===== src/include/exec_cfg.svh =====
`ifndef EXEC_CFG_SVH
`define EXEC_CFG_SVH

// data path and address width.
`define EXEC_XLEN 32

// destination register index width.
`define EXEC_REG_IDX_W 5

// alu operation code width.
`define EXEC_ALU_OP_W 4

// operand choice width, shared by both sources.
`define EXEC_SRC_SEL_W 2

`endif


===== src/logic/exec_pkg.sv =====
`default_nettype none

`include "exec_cfg.svh"

package exec_pkg;

    typedef logic [`EXEC_XLEN-1:0]      xlen_t;
    typedef logic [`EXEC_REG_IDX_W-1:0] reg_idx_t;
    typedef logic [`EXEC_ALU_OP_W-1:0]  alu_op_t;
    typedef logic [`EXEC_SRC_SEL_W-1:0] src_sel_t;
    typedef logic [2:0]                 funct3_t;   // load/store size and sign.

    // alu operations, unlisted codes give zero.
    localparam alu_op_t ALU_ADD  = 4'd0;
    localparam alu_op_t ALU_SUB  = 4'd1;
    localparam alu_op_t ALU_AND  = 4'd2;
    localparam alu_op_t ALU_OR   = 4'd3;
    localparam alu_op_t ALU_XOR  = 4'd4;
    localparam alu_op_t ALU_SLL  = 4'd5;
    localparam alu_op_t ALU_SRL  = 4'd6;
    localparam alu_op_t ALU_SRA  = 4'd7;
    localparam alu_op_t ALU_SLT  = 4'd8;
    localparam alu_op_t ALU_SLTU = 4'd9;

    localparam src_sel_t SRC1_RS1  = 2'd0;
    localparam src_sel_t SRC1_PC   = 2'd1;
    localparam src_sel_t SRC1_ZERO = 2'd2;   // code 3 also reads as zero.

    localparam src_sel_t SRC2_IMM  = 2'd0;
    localparam src_sel_t SRC2_RS2  = 2'd1;
    localparam src_sel_t SRC2_CSR  = 2'd2;
    localparam src_sel_t SRC2_ZERO = 2'd3;

    typedef enum logic {
        STAGE_EMPTY = 1'b0,
        STAGE_FULL  = 1'b1
    } stage_state_t;

endpackage

`default_nettype wire


===== src/logic/exec_stage_ctrl.sv =====
`timescale 1ns/1ps
`default_nettype none

module exec_stage_ctrl
    import exec_pkg::*;
(
    input  wire logic  clock,
    input  wire logic  reset,
    input  wire logic  valid_in,
    input  wire logic  ready_in,
    output logic       ready_out,
    output logic       valid_out,
    output logic       load,
    output xlen_t      exec_count
);

    stage_state_t state;
    logic         depart;

    assign valid_out = (state == STAGE_FULL);
    assign ready_out = (state == STAGE_EMPTY) || ready_in;   // refill while draining.
    assign load      = valid_in && ready_out;
    assign depart    = valid_out && ready_in;

    always_ff @(posedge clock or posedge reset) begin
        if (reset) begin
            state <= STAGE_EMPTY;
        end else if (load) begin
            state <= STAGE_FULL;   // stays full on accept and leave together.
        end else if (depart) begin
            state <= STAGE_EMPTY;
        end
    end

    always_ff @(posedge clock or posedge reset) begin
        if (reset) begin
            exec_count <= '0;
        end else if (depart) begin
            exec_count <= exec_count + xlen_t'(1);
        end
    end

    // a stalled item must wait for the memory stage.
    a_hold_valid: assert property (@(posedge clock) disable iff (reset)
        valid_out && !ready_in |=> valid_out);

    // decode keeps an item offered until the stage takes it.
    a_in_hold: assert property (@(posedge clock) disable iff (reset)
        valid_in && !ready_out |=> valid_in);

endmodule

`default_nettype wire


===== src/logic/exec_pipe_reg.sv =====
`timescale 1ns/1ps
`default_nettype none

module exec_pipe_reg
    import exec_pkg::*;
(
    input  wire logic clock,
    input  wire logic reset,
    input  wire logic load,
    input  xlen_t     pc,
    input  xlen_t     imm,
    input  xlen_t     rs1_value,
    input  xlen_t     rs2_value,
    input  xlen_t     csr_value,
    input  alu_op_t   alu_op,
    input  src_sel_t  src1_sel,
    input  src_sel_t  src2_sel,
    input  wire logic inv_flag,
    input  wire logic jump_flag,
    input  wire logic branch_flag,
    input  wire logic reg_wen,
    input  wire logic mem_wen,
    input  wire logic mem_ren,
    input  reg_idx_t  rd,
    input  funct3_t   funct3,
    output xlen_t     pc_q,
    output xlen_t     imm_q,
    output xlen_t     rs1_value_q,
    output xlen_t     rs2_value_q,
    output xlen_t     csr_value_q,
    output alu_op_t   alu_op_q,
    output src_sel_t  src1_sel_q,
    output src_sel_t  src2_sel_q,
    output logic      inv_flag_q,
    output logic      jump_flag_q,
    output logic      branch_flag_q,
    output logic      reg_wen_q,
    output logic      mem_wen_q,
    output logic      mem_ren_q,
    output reg_idx_t  rd_q,
    output funct3_t   funct3_q
);

    always_ff @(posedge clock or posedge reset) begin
        if (reset) begin
            pc_q          <= '0;
            imm_q         <= '0;
            rs1_value_q   <= '0;
            rs2_value_q   <= '0;
            csr_value_q   <= '0;
            alu_op_q      <= '0;
            src1_sel_q    <= '0;
            src2_sel_q    <= '0;
            inv_flag_q    <= 1'b0;
            jump_flag_q   <= 1'b0;
            branch_flag_q <= 1'b0;
            reg_wen_q     <= 1'b0;
            mem_wen_q     <= 1'b0;
            mem_ren_q     <= 1'b0;
            rd_q          <= '0;
            funct3_q      <= '0;
        end else if (load) begin   // held while stalled.
            pc_q          <= pc;
            imm_q         <= imm;
            rs1_value_q   <= rs1_value;
            rs2_value_q   <= rs2_value;
            csr_value_q   <= csr_value;
            alu_op_q      <= alu_op;
            src1_sel_q    <= src1_sel;
            src2_sel_q    <= src2_sel;
            inv_flag_q    <= inv_flag;
            jump_flag_q   <= jump_flag;
            branch_flag_q <= branch_flag;
            reg_wen_q     <= reg_wen;
            mem_wen_q     <= mem_wen;
            mem_ren_q     <= mem_ren;
            rd_q          <= rd;
            funct3_q      <= funct3;
        end
    end

endmodule

`default_nettype wire


===== src/logic/operand_select.sv =====
`timescale 1ns/1ps
`default_nettype none

module operand_select
    import exec_pkg::*;
(
    input  src_sel_t  src1_sel,
    input  src_sel_t  src2_sel,
    input  xlen_t     rs1_q,
    input  xlen_t     pc_q,
    input  xlen_t     imm_q,
    input  xlen_t     rs2_q,
    input  xlen_t     csr_q,
    input  wire logic valid,
    output xlen_t     src1,
    output xlen_t     src2
);

    always_comb begin
        case (src1_sel)
            SRC1_RS1: src1 = rs1_q;
            SRC1_PC:  src1 = pc_q;    // auipc and jal.
            default:  src1 = '0;      // lui path.
        endcase
    end

    always_comb begin
        case (src2_sel)
            SRC2_IMM: src2 = imm_q;
            SRC2_RS2: src2 = rs2_q;
            SRC2_CSR: src2 = csr_q;
            default:  src2 = '0;
        endcase
    end

    // code 3 has no decoder meaning for source 1.
    always_comb begin
        a_src1_code: assert #0 (!(valid && (src1_sel == 2'd3)))
            else $warning("source 1 code 3 on a valid item, read as zero");
    end

endmodule

`default_nettype wire


===== src/logic/exec_alu.sv =====
`timescale 1ns/1ps
`default_nettype none

`include "exec_cfg.svh"

module exec_alu
    import exec_pkg::*;
(
    input  xlen_t     src1,
    input  xlen_t     src2,
    input  alu_op_t   alu_op,
    input  wire logic inv_flag,
    output xlen_t     alu_result
);

    localparam int SHAMT_W = $clog2(`EXEC_XLEN);   // 5 for rv32.

    logic [SHAMT_W-1:0] shamt;
    xlen_t              raw_result;
    logic               lt_signed;
    logic               lt_unsigned;

    assign shamt       = src2[SHAMT_W-1:0];
    assign lt_signed   = $signed(src1) < $signed(src2);
    assign lt_unsigned = src1 < src2;

    always_comb begin
        case (alu_op)
            ALU_ADD:  raw_result = src1 + src2;
            ALU_SUB:  raw_result = src1 - src2;
            ALU_AND:  raw_result = src1 & src2;
            ALU_OR:   raw_result = src1 | src2;
            ALU_XOR:  raw_result = src1 ^ src2;
            ALU_SLL:  raw_result = src1 << shamt;
            ALU_SRL:  raw_result = src1 >> shamt;
            ALU_SRA:  raw_result = xlen_t'($signed(src1) >>> shamt);
            ALU_SLT:  raw_result = xlen_t'(lt_signed);
            ALU_SLTU: raw_result = xlen_t'(lt_unsigned);
            default:  raw_result = '0;
        endcase
    end

    // inverting bit 0 gives bge, bgeu and friends from the same compare.
    assign alu_result = raw_result ^ xlen_t'(inv_flag);

endmodule

`default_nettype wire


===== src/logic/branch_resolve.sv =====
`timescale 1ns/1ps
`default_nettype none

module branch_resolve
    import exec_pkg::*;
(
    input  xlen_t     pc_q,
    input  xlen_t     imm_q,
    input  xlen_t     alu_result,
    input  wire logic jump_flag,
    input  wire logic branch_flag,
    output logic      redirect,
    output xlen_t     redirect_target,
    output xlen_t     wb_value
);

    xlen_t branch_target;
    xlen_t link_addr;

    assign branch_target = pc_q + imm_q;
    assign link_addr     = pc_q + xlen_t'(4);

    // compare result sits in bit 0.
    assign redirect = jump_flag || (branch_flag && alu_result[0]);

    // jal and jalr both arrive here as base plus imm from the alu.
    assign redirect_target = jump_flag ? (alu_result & ~xlen_t'(1)) : branch_target;

    assign wb_value = jump_flag ? link_addr : alu_result;

endmodule

`default_nettype wire


===== src/logic/exec_top.sv =====
`timescale 1ns/1ps
`default_nettype none

module exec_top
    import exec_pkg::*;
(
    input  wire logic clock,
    input  wire logic reset,
    input  wire logic valid_in,
    output logic      ready_out,
    output logic      valid_out,
    input  wire logic ready_in,
    input  xlen_t     pc,
    input  xlen_t     imm,
    input  xlen_t     rs1_value,
    input  xlen_t     rs2_value,
    input  xlen_t     csr_value,
    input  alu_op_t   alu_op,
    input  src_sel_t  src1_sel,
    input  src_sel_t  src2_sel,
    input  wire logic inv_flag,
    input  wire logic jump_flag,
    input  wire logic branch_flag,
    input  wire logic reg_wen,
    input  wire logic mem_wen,
    input  wire logic mem_ren,
    input  reg_idx_t  rd,
    input  funct3_t   funct3,
    output logic      redirect,
    output xlen_t     redirect_target,
    output xlen_t     wb_value,
    output reg_idx_t  rd_out,
    output logic      reg_wen_out,
    output logic      mem_wen_out,
    output logic      mem_ren_out,
    output funct3_t   funct3_out,
    output xlen_t     store_data,
    output xlen_t     exec_count
);

    logic     load;
    xlen_t    pc_q;
    xlen_t    imm_q;
    xlen_t    rs1_value_q;
    xlen_t    csr_value_q;
    alu_op_t  alu_op_q;
    src_sel_t src1_sel_q;
    src_sel_t src2_sel_q;
    logic     inv_flag_q;
    logic     jump_flag_q;
    logic     branch_flag_q;
    xlen_t    src1;
    xlen_t    src2;
    xlen_t    alu_result;

    exec_stage_ctrl u_ctrl (
        .clock      (clock),
        .reset      (reset),
        .valid_in   (valid_in),
        .ready_in   (ready_in),
        .ready_out  (ready_out),
        .valid_out  (valid_out),
        .load       (load),
        .exec_count (exec_count)
    );

    exec_pipe_reg u_pipe_reg (
        .clock         (clock),
        .reset         (reset),
        .load          (load),
        .pc            (pc),
        .imm           (imm),
        .rs1_value     (rs1_value),
        .rs2_value     (rs2_value),
        .csr_value     (csr_value),
        .alu_op        (alu_op),
        .src1_sel      (src1_sel),
        .src2_sel      (src2_sel),
        .inv_flag      (inv_flag),
        .jump_flag     (jump_flag),
        .branch_flag   (branch_flag),
        .reg_wen       (reg_wen),
        .mem_wen       (mem_wen),
        .mem_ren       (mem_ren),
        .rd            (rd),
        .funct3        (funct3),
        .pc_q          (pc_q),
        .imm_q         (imm_q),
        .rs1_value_q   (rs1_value_q),
        .rs2_value_q   (store_data),   // rs2 doubles as the store data.
        .csr_value_q   (csr_value_q),
        .alu_op_q      (alu_op_q),
        .src1_sel_q    (src1_sel_q),
        .src2_sel_q    (src2_sel_q),
        .inv_flag_q    (inv_flag_q),
        .jump_flag_q   (jump_flag_q),
        .branch_flag_q (branch_flag_q),
        .reg_wen_q     (reg_wen_out),
        .mem_wen_q     (mem_wen_out),
        .mem_ren_q     (mem_ren_out),
        .rd_q          (rd_out),
        .funct3_q      (funct3_out)
    );

    operand_select u_operand_select (
        .src1_sel (src1_sel_q),
        .src2_sel (src2_sel_q),
        .rs1_q    (rs1_value_q),
        .pc_q     (pc_q),
        .imm_q    (imm_q),
        .rs2_q    (store_data),
        .csr_q    (csr_value_q),
        .valid    (valid_out),
        .src1     (src1),
        .src2     (src2)
    );

    exec_alu u_alu (
        .src1       (src1),
        .src2       (src2),
        .alu_op     (alu_op_q),
        .inv_flag   (inv_flag_q),
        .alu_result (alu_result)
    );

    branch_resolve u_branch (
        .pc_q            (pc_q),
        .imm_q           (imm_q),
        .alu_result      (alu_result),
        .jump_flag       (jump_flag_q),
        .branch_flag     (branch_flag_q),
        .redirect        (redirect),
        .redirect_target (redirect_target),
        .wb_value        (wb_value)
    );

endmodule

`default_nettype wire


===== config.mk =====
export PLATFORM = sky130hd
export DESIGN_NAME = exec_top
export DESIGN_NICKNAME = d
export VERILOG_FILES = /design/src/logic/exec_pkg.sv /design/src/logic/exec_stage_ctrl.sv /design/src/logic/exec_pipe_reg.sv /design/src/logic/operand_select.sv /design/src/logic/exec_alu.sv /design/src/logic/branch_resolve.sv /design/src/logic/exec_top.sv
export VERILOG_INCLUDE_DIRS = /design/src /design/src/include
export SDC_FILE = /design/constraint.sdc
export NUM_CORES = 1
export LEC_CHECK = 0
export BUFFER_PORTS_ARGS = -buffer_cell sky130_fd_sc_hd__buf_2
export CELL_PAD_IN_SITES_DETAIL_PLACEMENT = 1
export CELL_PAD_IN_SITES_GLOBAL_PLACEMENT = 2
export CORE_MARGIN = 4
export CORE_UTILIZATION = 39
export CTS_BUF_LIST = sky130_fd_sc_hd__clkbuf_4
export DETAILED_ROUTE_END_ITERATION = 8
export PLACE_DENSITY_LB_ADDON = 0.25
export SETUP_SLACK_MARGIN = 0.4
export SYNTH_ARGS = -nofsm -noshare
export SYNTH_HDL_FRONTEND = slang
export SYNTH_SLANG_ARGS = --single-unit

===== constraint.sdc =====
create_clock -name clock -period 9.45 [get_ports clock]
set_input_delay 0 -clock clock [delete_from_list [all_inputs] [get_ports clock]]
set_output_delay 0 -clock clock [all_outputs]
set_load 0.03 [all_outputs]

* Word-level counts from Yosys, hierarchy flattened
Index checks and enable logic that the tools add are counted.
Word-level totals: input port bits 186, register bits 215, word-level logic and storage cells 61
Cells by class: muxes and demuxes 7, $add $sub $neg 5, equality and inequality tests 12, order comparisons 2, shift-type cells 3, bitwise operators 5, reductions and logical operators 9
Operators with widths (number):
- $pmux 32 s10 | 1
- $pmux 32 s3 | 1
- $add 32x32->32 | 2
- $lt 32x32->1 | 2
- $mux 32 | 2
- $pmux 32 s2 | 1
- $add 32x1->32 const B | 1
- $add 32x3->32 const B | 1
- $and 32x32->32 | 1
- $or 32x32->32 | 1
- $shl 32x5->32 | 1
- $shr 32x5->32 | 1
- $sshr 32x5->32 | 1
- $sub 32x32->32 | 1
- $xor 32x1->32 | 1
- $xor 32x32->32 | 1
- $eq 4x3->1 const B | 4
- $eq 4x2->1 const B | 2
- $eq 4x4->1 const B | 2
- $eq 2x1->1 const B | 2
- $eq 4x1->1 const B | 1
- $logic_not 2->1 | 2
- $logic_not 4->1 | 1
- $logic_and 1x1->1 | 3
- other kinds (5) | 7

* Longest topological paths before layout
Gate-level depths: netlist of the first run.
depth after elaboration 7, depth in mapped cells 19

* Modules after synthesis
A second synthesis of the first run with hierarchy kept.
Unflattened totals: cell total of the unflattened synthesis 2417, area total of the unflattened synthesis 21388.0 µm²
Modules (own cells, without submodules):
- exec_alu | area an instance 8680.8 µm², instances 1, cells each 1256
- exec_pipe_reg | area an instance 6875.3 µm², instances 1, cells each 385
- branch_resolve | area an instance 2986.6 µm², instances 1, cells each 492
- exec_stage_ctrl | area an instance 1567.8 µm², instances 1, cells each 136
- operand_select | area an instance 1277.5 µm², instances 1, cells each 148

* Worst setup path after synthesis of the first run
OpenSTA, ideal clock, no wires.
path type register -> output, from register u_pipe_reg.src2_sel_q[1], to output redirect, stages on the path, launching flop included 19, data arrival time 4.741 ns, required time 9.450 ns, slack 4.709 ns, path through dfrtp_1 -> buf_6 -> buf_1 -> buf_1 -> mux2i_1 -> nor2_1 -> a21oi_1 -> ha_1 -> clkbuf_1 -> a21oi_1 -> o21bai_1 -> a31oi_1 -> a22oi_1 -> a2111oi_0 -> nor2_1 -> a311oi_1 -> a2111oi_2 -> xor2_1 -> o21ai_0
On the way: longest elaborated chain between the ends 7, elaborated cells on any way between the ends 18
RTL lines:
- start, declared | line exec_pipe_reg.sv:33 | output src_sel_t src2_sel_q,
- start signal, assigned | line exec_pipe_reg.sv:70 | src2_sel_q <= src2_sel;
- $eq 2x2->1 (tied with other cells) | line operand_select.sv:28 | case (src2_sel)
- $pmux 32 s3 * | line operand_select.sv:28
- $sub 32x32->32 (tied with other cells) | line exec_alu.sv:30 | ALU_SUB: raw_result = src1 - src2;
- $pmux 32 s10 * | line exec_alu.sv:28 | case (alu_op)
- $xor 32x1->32 * | line exec_alu.sv:44 | assign alu_result = raw_result ^ xlen_t'(inv_flag);
- $logic_and 1x1->1 * | line branch_resolve.sv:24 | assign redirect = jump_flag || (branch_flag && alu_result[0]);
- $logic_or 1x1->1 * | line branch_resolve.sv:24
- end, declared | line exec_top.sv:29 | output logic redirect,
Mark *: on every way between the ends. The rest lies on a longest branch, timed or not.

* Final worst setup path of the first run
from register u_pipe_reg.src2_sel_q[1], to output redirect_target[29]
On the way: longest elaborated chain between the ends 6, elaborated cells on any way between the ends 15
RTL lines:
- $eq 2x2->1 (tied with other cells) | line operand_select.sv:28
- $pmux 32 s3 * | line operand_select.sv:28
- $sub 32x32->32 (tied with other cells) | line exec_alu.sv:30
- $pmux 32 s10 * | line exec_alu.sv:28
- $xor 32x1->32 * | line exec_alu.sv:44
- $mux 32 * | line branch_resolve.sv:27 | assign redirect_target = jump_flag ? (alu_result & ~xlen_t'(1)) : branch_target;
- end, declared | line exec_top.sv:30 | output xlen_t redirect_target,
Marked as above.

==> metrics, run 1 <==
status finished, final reports clean; Power Density 243.1 nW/um^2; Worst-Skew Late Latency 0.77 ns; Initial Utilization 0.3937; min-delay src imm[0]; # DRC 0; CTS tree yes; PnR worst setup slack 2.388 ns; Clock Root Buffer clkbuf_4; sequential fraction of design power 0.201; final hold vios 0; Commonest cells post-synth nor2_1 (249), mux2_2 (217), dfrtp_1 (215), mux2i_1 (197), a21oi_1 (184); asr flop ratio synth 1.000; most frequent cell after synthesis nor2_1; setup repair bufs after CTS 0; worst path arrival time 7.06 ns; Post-Syn Area 20,650 sq um; TritonRoute pass-1 iters 6; Die ar. 56,680 sq um; leading area contributor after synthesis dfrtp_1; Placement Setup Slack 3.410 ns; startpoint type of the worst setup path flop; RSZ-0062 raised after global routing false; Iter 0 DRT Violations 2,038; Peak Freq 0.1416 GHz; fin crit period 7.062 ns; critical path type reg2out; hold_buf cts 201; Post-synth EDFFs 0; worst-path fanout max 36; Synth area leaders dfrtp_1 (26%), mux2_2 (12%), mux2i_1 (9.6%), ha_1 (7.9%), nor2_1 (4.5%); initial antenna violation count 9; flop-to-flop setup slack 6.06 ns; layout cells sized above 1 0.2552; Pint 0.002764 W; Most used DFF post-synth dfrtp_1; first-pass GRT wire length 167,300 um; Setup TNS 0 ns; worst r2r src u_ctrl.valid_out; vias per std cell 6.297; Synthesis Warnings 0; syn_area_per_cell 8.570 sq um; MaxCap Viol Count 0; synthesized net count 2,728; GR Overflow Total 0; switching share of total power 0.5581; Yosys cell types 96; share of the synthesized area in the top cell type 0.2606; Min-Delay Path Depth 3; worst slew pin tran 1.379 ns; Syn-to-layout area delta 24.67%; Slew HR 0.07479; Final Skew 0.06971 ns; Ports 328; vias in the first global route 23,960; CTS buffer count 56; DRT antenna net count 0; Psw 0.003492 W; Core Area 52,450 sq um; CTS-repair resized insts 0; final setup fails 0; htree depth 2; drt wl/cell 31.97 um; Die X 238.1 um; flops & latches, synth 215; DIE HEIGHT 238.1 um; Leak 11.79 nW; Max Root-Sink Buffers 3; Syn Inst Count 2,409; Via Count 22,900; critical path data required time 9.45 ns; Gate power share 0.664; crit path capture type primary output; Max IR drop VDD 0.2265 mV; R2R depth 5; Max Slew Vio Count 0; clock sink count 215; PortBufs 327; routability cong. 1.072; Clock transition at path regs 0.08 ns; WL final 116,300 um; Hold Crit Endpoint u_pipe_reg.imm_q[0]; Reg-to-Reg End u_pipe_reg.rs1_value_q[3]; Tcrit/Tclk final 0.7473; pin count of the biggest net entering global routing 83; post-DP HPWL 84,350 um; post-synthesis sequential area ratio 0.2606; clock share of power 0.135; count of standard-cell rows 84; Layout Nets 3,227; Hold Path Class in2reg; Total GRT Usage 0.3945
kinds of logic (layout without fill, tap and decap cells):
family | count (synthesis) | in the layout | share of synthesized area
AOI/OAI and AO/OA | 623 | 623 | 0.2033
adders and majority gates | 133 | 133 | 0.08169
xor gates and xnor gates | 97 | 97 | 0.04115
DFF | 215 | 215 | 0.2606
and+or+nand+nor | 663 | 663 | 0.1456
other | 0 | 6 | 0
muxes | 415 | 415 | 0.2150
buffers and inverters | 263 | 797 | 0.05266
cell type report:
| type | instances | area (sq um) |
|---|---|---|
| fill | 6258 | 26710 |
| multi-input combinational | 1931 | 14240 |
| sequential | 215 | 5385 |
| timing repair buffer | 593 | 4136 |
| tap | 688 | 860.8 |
| clock buffer | 83 | 623.1 |
| inverter | 111 | 426.7 |
| clock inverter | 10 | 50.05 |
| antenna | 6 | 15.01 |
power groups by stage:
| stage | combinational, W | sequential [W] | clock, W |
|---|---|---|---|
| after global routing | 0.00435 | 0.00126 | 0.000906 |
| after floorplan | 0.00248 | 0.00123 | 0 |
| final | 0.00415 | 0.00126 | 0.000847 |
| after CTS | 0.00398 | 0.00124 | 0.000811 |
| after detailed placement | 0.00389 | 0.00126 | 0 |
| after global placement | 0.00385 | 0.00125 | 0 |
critical path, stage by stage, from the launching register on:
cell and delay [ns]:
dfrtp_2 0.44, buf_4 0.56, nor2b_4 0.06, buf_4 0.29, a21oi_4 0.19, buf_4 0.38
clkinv_1 0.12, buf_4 0.23, ha_1 0.26, and2b_1 0.19, a211oi_1 0.33, a21oi_1 0.20
o211ai_2 0.46, o21ai_1 0.22, a221oi_1 0.67, o221a_2 0.32, a211oi_1 0.05, a211oi_1 0.82
a21oi_1 0.21, buf_2 0.24
per-layer routing:
| metal | GRT usage | share of wire | up-vias |
|---|---|---|---|
| met5 | 0 | 0.00047 | - |
| met4 | 0.2160 | 0.065 | 8 |
| met3 | 0.08252 | 0.074 | 301 |
| met2 | 0.6534 | 0.47 | 1112 |
| met1 | 0.4812 | 0.39 | 11640 |
| li1 | - | - | 9844 |
worst max-delay path by stage:
stage / from / to / depth (start not counted)
floorplan: reset / u_ctrl.exec_count[0] / 1
global placement: u_pipe_reg.src2_sel_q[1] / redirect_target[29] / 19
detailed placement: u_pipe_reg.src2_sel_q[0] / redirect / 16
CTS: u_pipe_reg.src2_sel_q[0] / redirect / 16
global route: u_pipe_reg.src2_sel_q[0] / wb_value[20] / 18
finish: u_pipe_reg.src2_sel_q[1] / redirect_target[29] / 19
placed cells by master, fill, tap and decap left out, drive strengths merged, types with 11 or more instances in the layout:
cell type / netlist / layout
buf: 58 / 392
a211oi: 27 / 27
xor2: 37 / 37
a21o: 25 / 25
a31oi: 23 / 23
nand2: 180 / 180
mux2i: 198 / 198
nor3: 34 / 34
a22oi: 16 / 16
ha: 130 / 130
o22ai: 14 / 14
a21oi: 188 / 188
dlygate4sd3: 0 / 201
nand4: 24 / 24
nand2b: 14 / 14
o221ai: 24 / 24
clkbuf: 94 / 83
nor2b: 13 / 13
o21a: 11 / 11
o21bai: 15 / 15
nand3: 66 / 66
inv: 110 / 110
xnor2: 60 / 60
o21ai: 109 / 109
o31ai: 14 / 14
nor4: 16 / 16
a221o: 12 / 12
dfrtp: 215 / 215
a221oi: 25 / 25
mux2: 217 / 217
o211ai: 36 / 36
and3: 19 / 19
or2: 11 / 11
nor2: 250 / 250
metrics by stage:
step / cell area [sq um] / utilization / std cells / power (W) / hold slack [ns]
global placement: 23040 / 0.4393 / 3337 / 0.005103 / 0.1198
floorplan: 20650 / - / 2409 / 0.003705 / 0.1084
CTS: 25720 / 0.4905 / 3631 / 0.006027 / 0.0004372
detailed placement: 23040 / 0.4393 / 3337 / 0.005145 / 0.1306
global route: 25730 / 0.4907 / 3635 / 0.006518 / 0.002582
finish: 25740 / 0.4908 / 3637 / 0.006256 / 0.03359
state kept, by name, indices dropped and copies added (netlist names), 2 cells and up:
register                count
u_pipe_reg.funct3_q         3
u_pipe_reg.rs1_value_q     32
u_pipe_reg.src1_sel_q       2
u_pipe_reg.pc_q            32
u_pipe_reg.rd_q             5
u_pipe_reg.rs2_value_q     32
u_pipe_reg.imm_q           32
u_pipe_reg.src2_sel_q       2
u_pipe_reg.csr_value_q     32
u_ctrl.exec_count          32
u_pipe_reg.alu_op_q         4
Note: power is estimated with default switching activity, not from simulation.
==> run 2, diff against run 1 <==
- CORE_UTILIZATION: 39 -> 32
- clock period: 9.45 -> 6.2 ns (I/O delays scaled with it)
==> run 2 against run 1 <==
Core utilization down 6.2 points; sequential share of layout area down 1.1 points; final area up 5.6%; non-clock buffer count up 106; count of clock-buffer cells in the layout down 8; combinational power up 59%; largest cell class unchanged.
==> metrics, run 2 (synthesis results as in run 1) <==
Max IR drop VDD 0.3284 mV (+45%); FILL cells 7,514 (+20%); PortBufs 327 (unchanged); Syn-to-layout area delta 31.66%; fin crit period 5.717 ns; Ports 328 (unchanged); Storage cell area 5391 sq um (+0.12%); Tcrit/Tclk final 0.9220; routability cong. 0.9910 (-7.6%); Slew HR 0.2921 (+0.2173); critical path data required time 6.20 ns (-3.25 ns); RSZ-0062 raised after global routing true; worst-path fanout max 27 (-25%); initial antenna violation count 10 (+1); Initial Utilization 0.3255 (-0.06815); Worst-Skew Late Latency 0.80 ns (+0.03 ns); Die ar. 68,650 sq um (+21%); layout cells sized above 1 0.2698 (+0.01463); first-pass GRT wire length 170,800 um (+2.1%); DRT antenna net count 0 (unchanged); DIE HEIGHT 262.0 um (+10%); critical path type reg2out; vias in the first global route 24,320 (+1.5%); Power Density 357.7 nW/um^2 (+47%); Iter 0 DRT Violations 2,237 (+9.8%); pin count of the biggest net entering global routing 119 (+43%); fin area 27,180 sq um (+5.6%); Layout Nets 3,332 (+3.3%); MaxCap Viol Count 0 (unchanged); CTS tree yes; Via Count 23,100 (+0.87%); Die X 262.0 um (+10%); htree depth 2 (unchanged); final hold vios 0 (unchanged); status finished, final reports clean; final setup fails 0 (unchanged); count of standard-cell rows 92 (+9.5%); drt wl/cell 30.57 um (-4.4%); crit path capture type primary output; clock sink count 215 (unchanged); placement-stage cell area 23,410 sq um (+1.6%); total chip power 0.009723 W (+55%); Util after Layout 0.4286 (-0.06218); Hold Path Class in2reg; Peak Freq 0.1749 GHz; commonest non-fill, non-tap cells in the layout buf_2 (327), dlygate4sd3_1 (275), nor2_1 (239); Max Root-Sink Buffers 3 (unchanged); Clock transition at path regs 0.07 ns (about the same); Gate power share 0.678 (+0.014); Psw 0.005400 W (+55%); worst r2r src u_ctrl.exec_count[4]; worst slew pin tran 1.058 ns (-0.3215 ns); commonest non-fill, non-tap cell in the layout buf_2; Setup TNS 0 ns (unchanged); Final Skew 0.1099 ns (+0.04016 ns); Max Slew Vio Count 0 (unchanged); area of the multi-input gates 14,470 sq um (+1.6%); Placement Setup Slack 0.5216 ns (-2.888 ns); GR Overflow Total 0 (unchanged); sequential fraction of design power 0.194 (-0.007); Total GRT Usage 0.3364 (-0.05802); # DRC 0 (unchanged); switching share of total power 0.5553 (-0.002811); PnR worst setup slack 0.4833 ns (-1.905 ns); Leak 12.28 nW (+4.1%); slowest CP cell dfrtp_2; TritonRoute pass-1 iters 5 (-1); min-delay src rs2_value[19]; max incr delay on CP 0.53 ns (-0.29 ns); WL final 119,400 um (+2.7%); CTS buffer count 55 (-1.8%); clock share of power 0.128 (-0.007); worst path arrival time 5.72 ns (-1.34 ns); Pint 0.004324 W (+56%); Clock Root Buffer clkbuf_4; startpoint type of the worst setup path flop; launch point of the critical path u_pipe_reg.src2_sel_q[1]; Core Area 63,430 sq um (+21%); vias per std cell 5.913 (-6.1%); critical path, cell by cell buf_12, mux2i_1, nor2_1, a21oi_2, ha_1, or3_1, or3_1, a21oi_2, o211ai_2, o21ai_2, a221oi_1, buf_4, o221a_2, a211oi_1, a211oi_1, buf_4, a21oi_1, buf_2; post-DP HPWL 89,960 um (+6.7%)
[run 2: cell count changes in the layout (fill, tap and decap cells not counted), moves of 8 or more]
cell and delta:
buf_4 +28, nor2_1 -10, a21oi_2 +13, clkbuf_4 -8
a21oi_1 -14, clkinv_1 +10, nor2_2 +9, dlygate4sd3_1 +74
[run 2: final cells by class]
type / count / area share
tap: 846 / 0.03894
inverter: 111 / 0.01556
clock inverter: 23 / 0.003958
sequential: 215 / 0.1983
timing repair buffer: 699 / 0.1895
antenna: 7 / 0.0006444
multi-input combinational: 1931 / 0.5324
clock buffer: 75 / 0.02071
[run 2: final timing paths]
kind | cells after the start | slack, ns | endpoint
min in group asynchronous | 4 | 0.47 | u_pipe_reg.imm_q[30]
min | 3 | 0.03 | u_pipe_reg.rs2_value_q[19]
min reg2reg | 1 | 0.49 | u_ctrl.exec_count[31]
max in group asynchronous | 5 | 4.21 | u_pipe_reg.src1_sel_q[0]
max reg2reg | 10 | 3.11 | u_ctrl.exec_count[30]
max | 18 | 0.48 | redirect_target[29]
[run 2: routing by layer]
metal	global-route usage	wire length (um)	vias up
li1	-	-	10050
met4	0.1344	5609	6
met2	0.5558	55440	1051
met5	0	35	-
met3	0.05522	7928	254
met1	0.4406	50420	11740
[run 2: power by group through the flow]
| stage | registers [W] | logic, W | clock network (W) |
|---|---|---|---|
| 6_report | 0.00189 | 0.00659 | 0.00125 |
| 5_1_grt | 0.00190 | 0.00690 | 0.00135 |
| 3_3_place_gp | 0.00189 | 0.00606 | 0 |
| 3_5_place_dp | 0.00190 | 0.00609 | 0 |
| 4_1_cts | 0.00187 | 0.00630 | 0.00125 |
| 2_1_floorplan | 0.00187 | 0.00377 | 0 |
[run 2: through the flow]
stage,hold WS (ns),std cells
2_1_floorplan,0.1084,2409
3_3_place_gp,0.1136,3517
3_5_place_dp,0.1168,3517
4_1_cts,0.001227,3891
5_1_grt,0.001752,3903
6_report,0.03273,3907
[run 2: timing repair]
action,4_1_cts,5_1_grt
resized for setup,28,33
setup buffers,2,8
pin swaps,1,3
setup endpoints to repair,36,39
endpoints found under the hold margin,227,1
hold buffers,274,1
[run 2: critical path, delay by kind of cell, from the launching register on]
family / cells / cell delay [ns]
simple gates: 3 / 0.87
fa+ha+maj: 1 / 0.37
buf+inv: 4 / 0.87
mux: 1 / 0.23
flops: 1 / 0.53
compound gates: 9 / 2.08
==> run 3, diff against run 2 <==
- ABC_AREA: default -> 1
- CELL_PAD_IN_SITES_GLOBAL_PLACEMENT: 2 -> 1
- CORE_UTILIZATION: 32 -> 38
- GPL_TIMING_DRIVEN: default -> 0
==> run 3 against run 2 <==
The run now ends with design-rule violations, negative hold slack left; via count is 33% higher; first-iteration DRC count is 79% higher; clock skew shrank 0.042 ns; fmax shrank 7.3%; register-to-register slack lost 0.52 ns; global-route usage up 13 points; combinational power shrank 4.1%; area after synthesis up 4.8%; critical path type unchanged; largest cell class unchanged.
==> metrics, run 3 <==
syn_area_per_cell 6.400 sq um (-25%); pin count of the biggest net entering global routing 42 (-65%); final hold vios 3 (+3); worst path arrival time 6.17 ns (+0.45 ns); TritonRoute pass-1 iters 9 (+4); Slew HR 0.07793 (-0.2142); asr flop ratio synth 1.000 (unchanged); Post-Layout Cell Count 4,780 (+22%); Layout Nets 4,287 (+29%); Max Root-Sink Buffers 3 (unchanged); vias in the first global route 30,170 (+24%); Most used DFF post-synth dfrtp_1; clock sink count 215 (unchanged); count of standard-cell rows 87 (-5.4%); Max Slew Vio Count 0 (unchanged); Die ar. 60,830 sq um (-11%); crit path capture type primary output; # DRC 31 (+31); worst-path fanout max 10 (-63%); commonest non-fill, non-tap cell in the layout nand2_1; WL final 158,600 um (+33%); Syn Inst Count 3,381 (+40%); Worst-Skew Late Latency 0.83 ns (+0.03 ns); Yosys cell types 49 (-49%); Via Count 30,710 (+33%); Leak 13.82 nW (+13%); Core Area 56,390 sq um (-11%); Synthesis Warnings 0 (unchanged); routability cong. 1.080 (+8.9%); flops & latches, synth 215 (unchanged); share of the synthesized area in the top cell type 0.2486 (-0.01196); hold slack -0.02206 ns (-0.05478 ns); failing checks design-rule violations, negative hold slack; Commonest cells post-synth nand2_1 (874), nand3_1 (452), inv_1 (362), nor2_1 (329); fin crit period 6.167 ns (+0.4502 ns); status complete, but fails checks; CTS buffer count 53 (-3.6%); post-synthesis sequential area ratio 0.2486 (-0.01196); Ports 328 (unchanged); drt wl/cell 33.19 um (+8.6%); initial antenna violation count 21 (+11); Synth area leaders dfrtp_1 (25%), nand2_1 (15%), nand3_1 (10%), ha_1 (7.5%), inv_1 (6.3%); Syn-to-layout area delta 25.72%; Die X 246.6 um (-5.9%); Total GRT Usage 0.4617 (+0.1253); synthesized net count 3,700 (+36%); Hold Path Class in2reg; Tcrit/Tclk final 0.9947 (+0.07261); DRT antenna net count 0 (unchanged); Power Density 353.7 nW/um^2 (-1.1%); Max IR drop VDD 0.1894 mV (-42%); Clock Root Buffer clkbuf_4; Initial Utilization 0.3838 (+0.05826); GR Overflow Total 0 (unchanged); final setup fails 0 (unchanged); RSZ-0062 raised after global routing true; post-DP HPWL 108,200 um (+20%); leading area contributor after synthesis dfrtp_1; critical path data required time 6.20 ns (about the same); critical path type reg2out; most frequent cell after synthesis nand2_1; commonest non-fill, non-tap cells in the layout nand2_1 (874), nand3_1 (449), inv_1 (361); Clock transition at path regs 0.11 ns (+0.04 ns); FILL cells 7,664 (+2.0%); Peak Freq 0.1622 GHz (-7.3%); layout cells sized above 1 0.1571 (-0.1127); htree depth 2 (unchanged); Post-Syn Area 21,640 sq um (+4.8%); first-pass GRT wire length 206,700 um (+21%); placed cells 4,470 (+27%); MaxCap Viol Count 0 (unchanged); startpoint type of the worst setup path flop; DIE HEIGHT 246.6 um (-5.9%); PortBufs 327 (unchanged); Post-synth EDFFs 0 (unchanged); Final Skew 0.06767 ns (-0.04220 ns); Setup TNS 0 ns (unchanged); CTS tree yes; worst slew pin tran 1.383 ns (+0.3252 ns); Iter 0 DRT Violations 4,006 (+79%); vias per std cell 6.424 (+8.6%)
[run 3: changes by cell type in the layout (fill, tap and decap cells not counted), sizes merged, moves of 28 or more]
cell	before	now
xnor2	60	21
o21ai	109	188
nand3	66	455
mux2i	198	0
mux2	217	105
clkbuf	75	161
dlygate4sd3	275	195
a21oi	188	216
nand2	180	874
nor2	250	337
buf	424	393
inv	112	367
[run 3: routing by layer]
metal | share of wire | wire, um | global-route usage
met1 | 0.34 | 54260 | 0.5519
met2 | 0.41 | 64810 | 0.7006
met3 | 0.13 | 20290 | 0.1194
met4 | 0.12 | 19150 | 0.3699
met5 | 0.00081 | 129 | 0
[run 3: worst paths after layout]
kind	from	to	slack [ns]	cells after the start
setup / recovery	u_pipe_reg.src2_sel_q[0]	wb_value[25]	0.03	24
hold / removal	rs2_value[3]	u_pipe_reg.rs2_value_q[3]	-0.02	3
setup reg to reg	u_ctrl.valid_out	u_pipe_reg.csr_value_q[20]	2.59	6
hold reg to reg	u_pipe_reg.rs1_value_q[12]	u_pipe_reg.rs1_value_q[12]	0.51	1
max in group asynchronous	reset	u_pipe_reg.pc_q[13]	4.82	6
min in group asynchronous	reset	u_ctrl.exec_count[16]	0.02	3
[run 3: cell type report]
cell class	instances	area (sq um)	area share
Antenna cell	27	67.56	0.002483
Buffer	146	636.9	0.02341
Clock buffer	71	533.0	0.01959
Clock inverter	13	80.08	0.002943
Inverter	371	1396	0.05132
Multi-Input combinational cell	2649	14440	0.5307
Sequential cell	215	5383	0.1978
Tap cell	756	945.9	0.03477
Timing Repair Buffer	532	3726	0.1370
[run 3: what timing repair did]
action                                  CTS  global route
resized for setup                        13            53
pin swaps                                 1             1
setup buffers                             0             4
hold endpoints to repair                291             0
endpoints found under the setup margin   47            60
hold buffers                            195             0
[run 3: where the power goes]
part	switching, W	internal [W]	leakage, nW	total, W
logic	0.00470	0.00163	11.0	0.00632
registers	0.000312	0.00159	2.48	0.00190
clock network	0.000827	0.000567	0.365	0.00139
[run 3: cell families after synthesis]
group	synth area share
compound gates	0.1454
xor+xnor	0.02955
buf+inv	0.09251
fa+ha+maj	0.07794
simple gates	0.3514
mux	0.05464
flops	0.2486
[run 3: per-stage QoR]
step	hold slack, ns	util	total power (W)	cell area [sq um]	setup WS [ns]
final	-0.02206	0.4825	0.009622	27210	0.03311
after global routing	0.005862	0.4821	0.009893	27180	0.1508
after CTS	0.00007316	0.4780	0.008749	26950	0.2871
after detailed placement	0.2304	0.4315	0.007442	24330	0.5042
after global placement	0.2314	0.4296	0.007379	24230	0.5708
after floorplan	0.1506	-	0.005257	21640	2.781
[run 3: worst max-delay path, stage by stage, from the launching register on]
cell and delay [ns]:
dfrtp_2 0.53, inv_2 0.13, nor2_4 0.30, clkbuf_2 0.42
nand2_1 0.13, o21ai_0 0.14, o21bai_1 0.25, inv_1 0.14
ha_1 0.32, clkbuf_2 0.25, inv_1 0.25, nand2_1 0.14
nor2_1 0.25, nand2_1 0.17, nor3_1 0.16, nand2_1 0.16
nand3_1 0.12, nand2_1 0.06, nand3_1 0.07, nand2_1 0.18
inv_1 0.10, nand4_1 0.32, nand2_1 0.26, nand2_1 0.22
buf_2 0.27
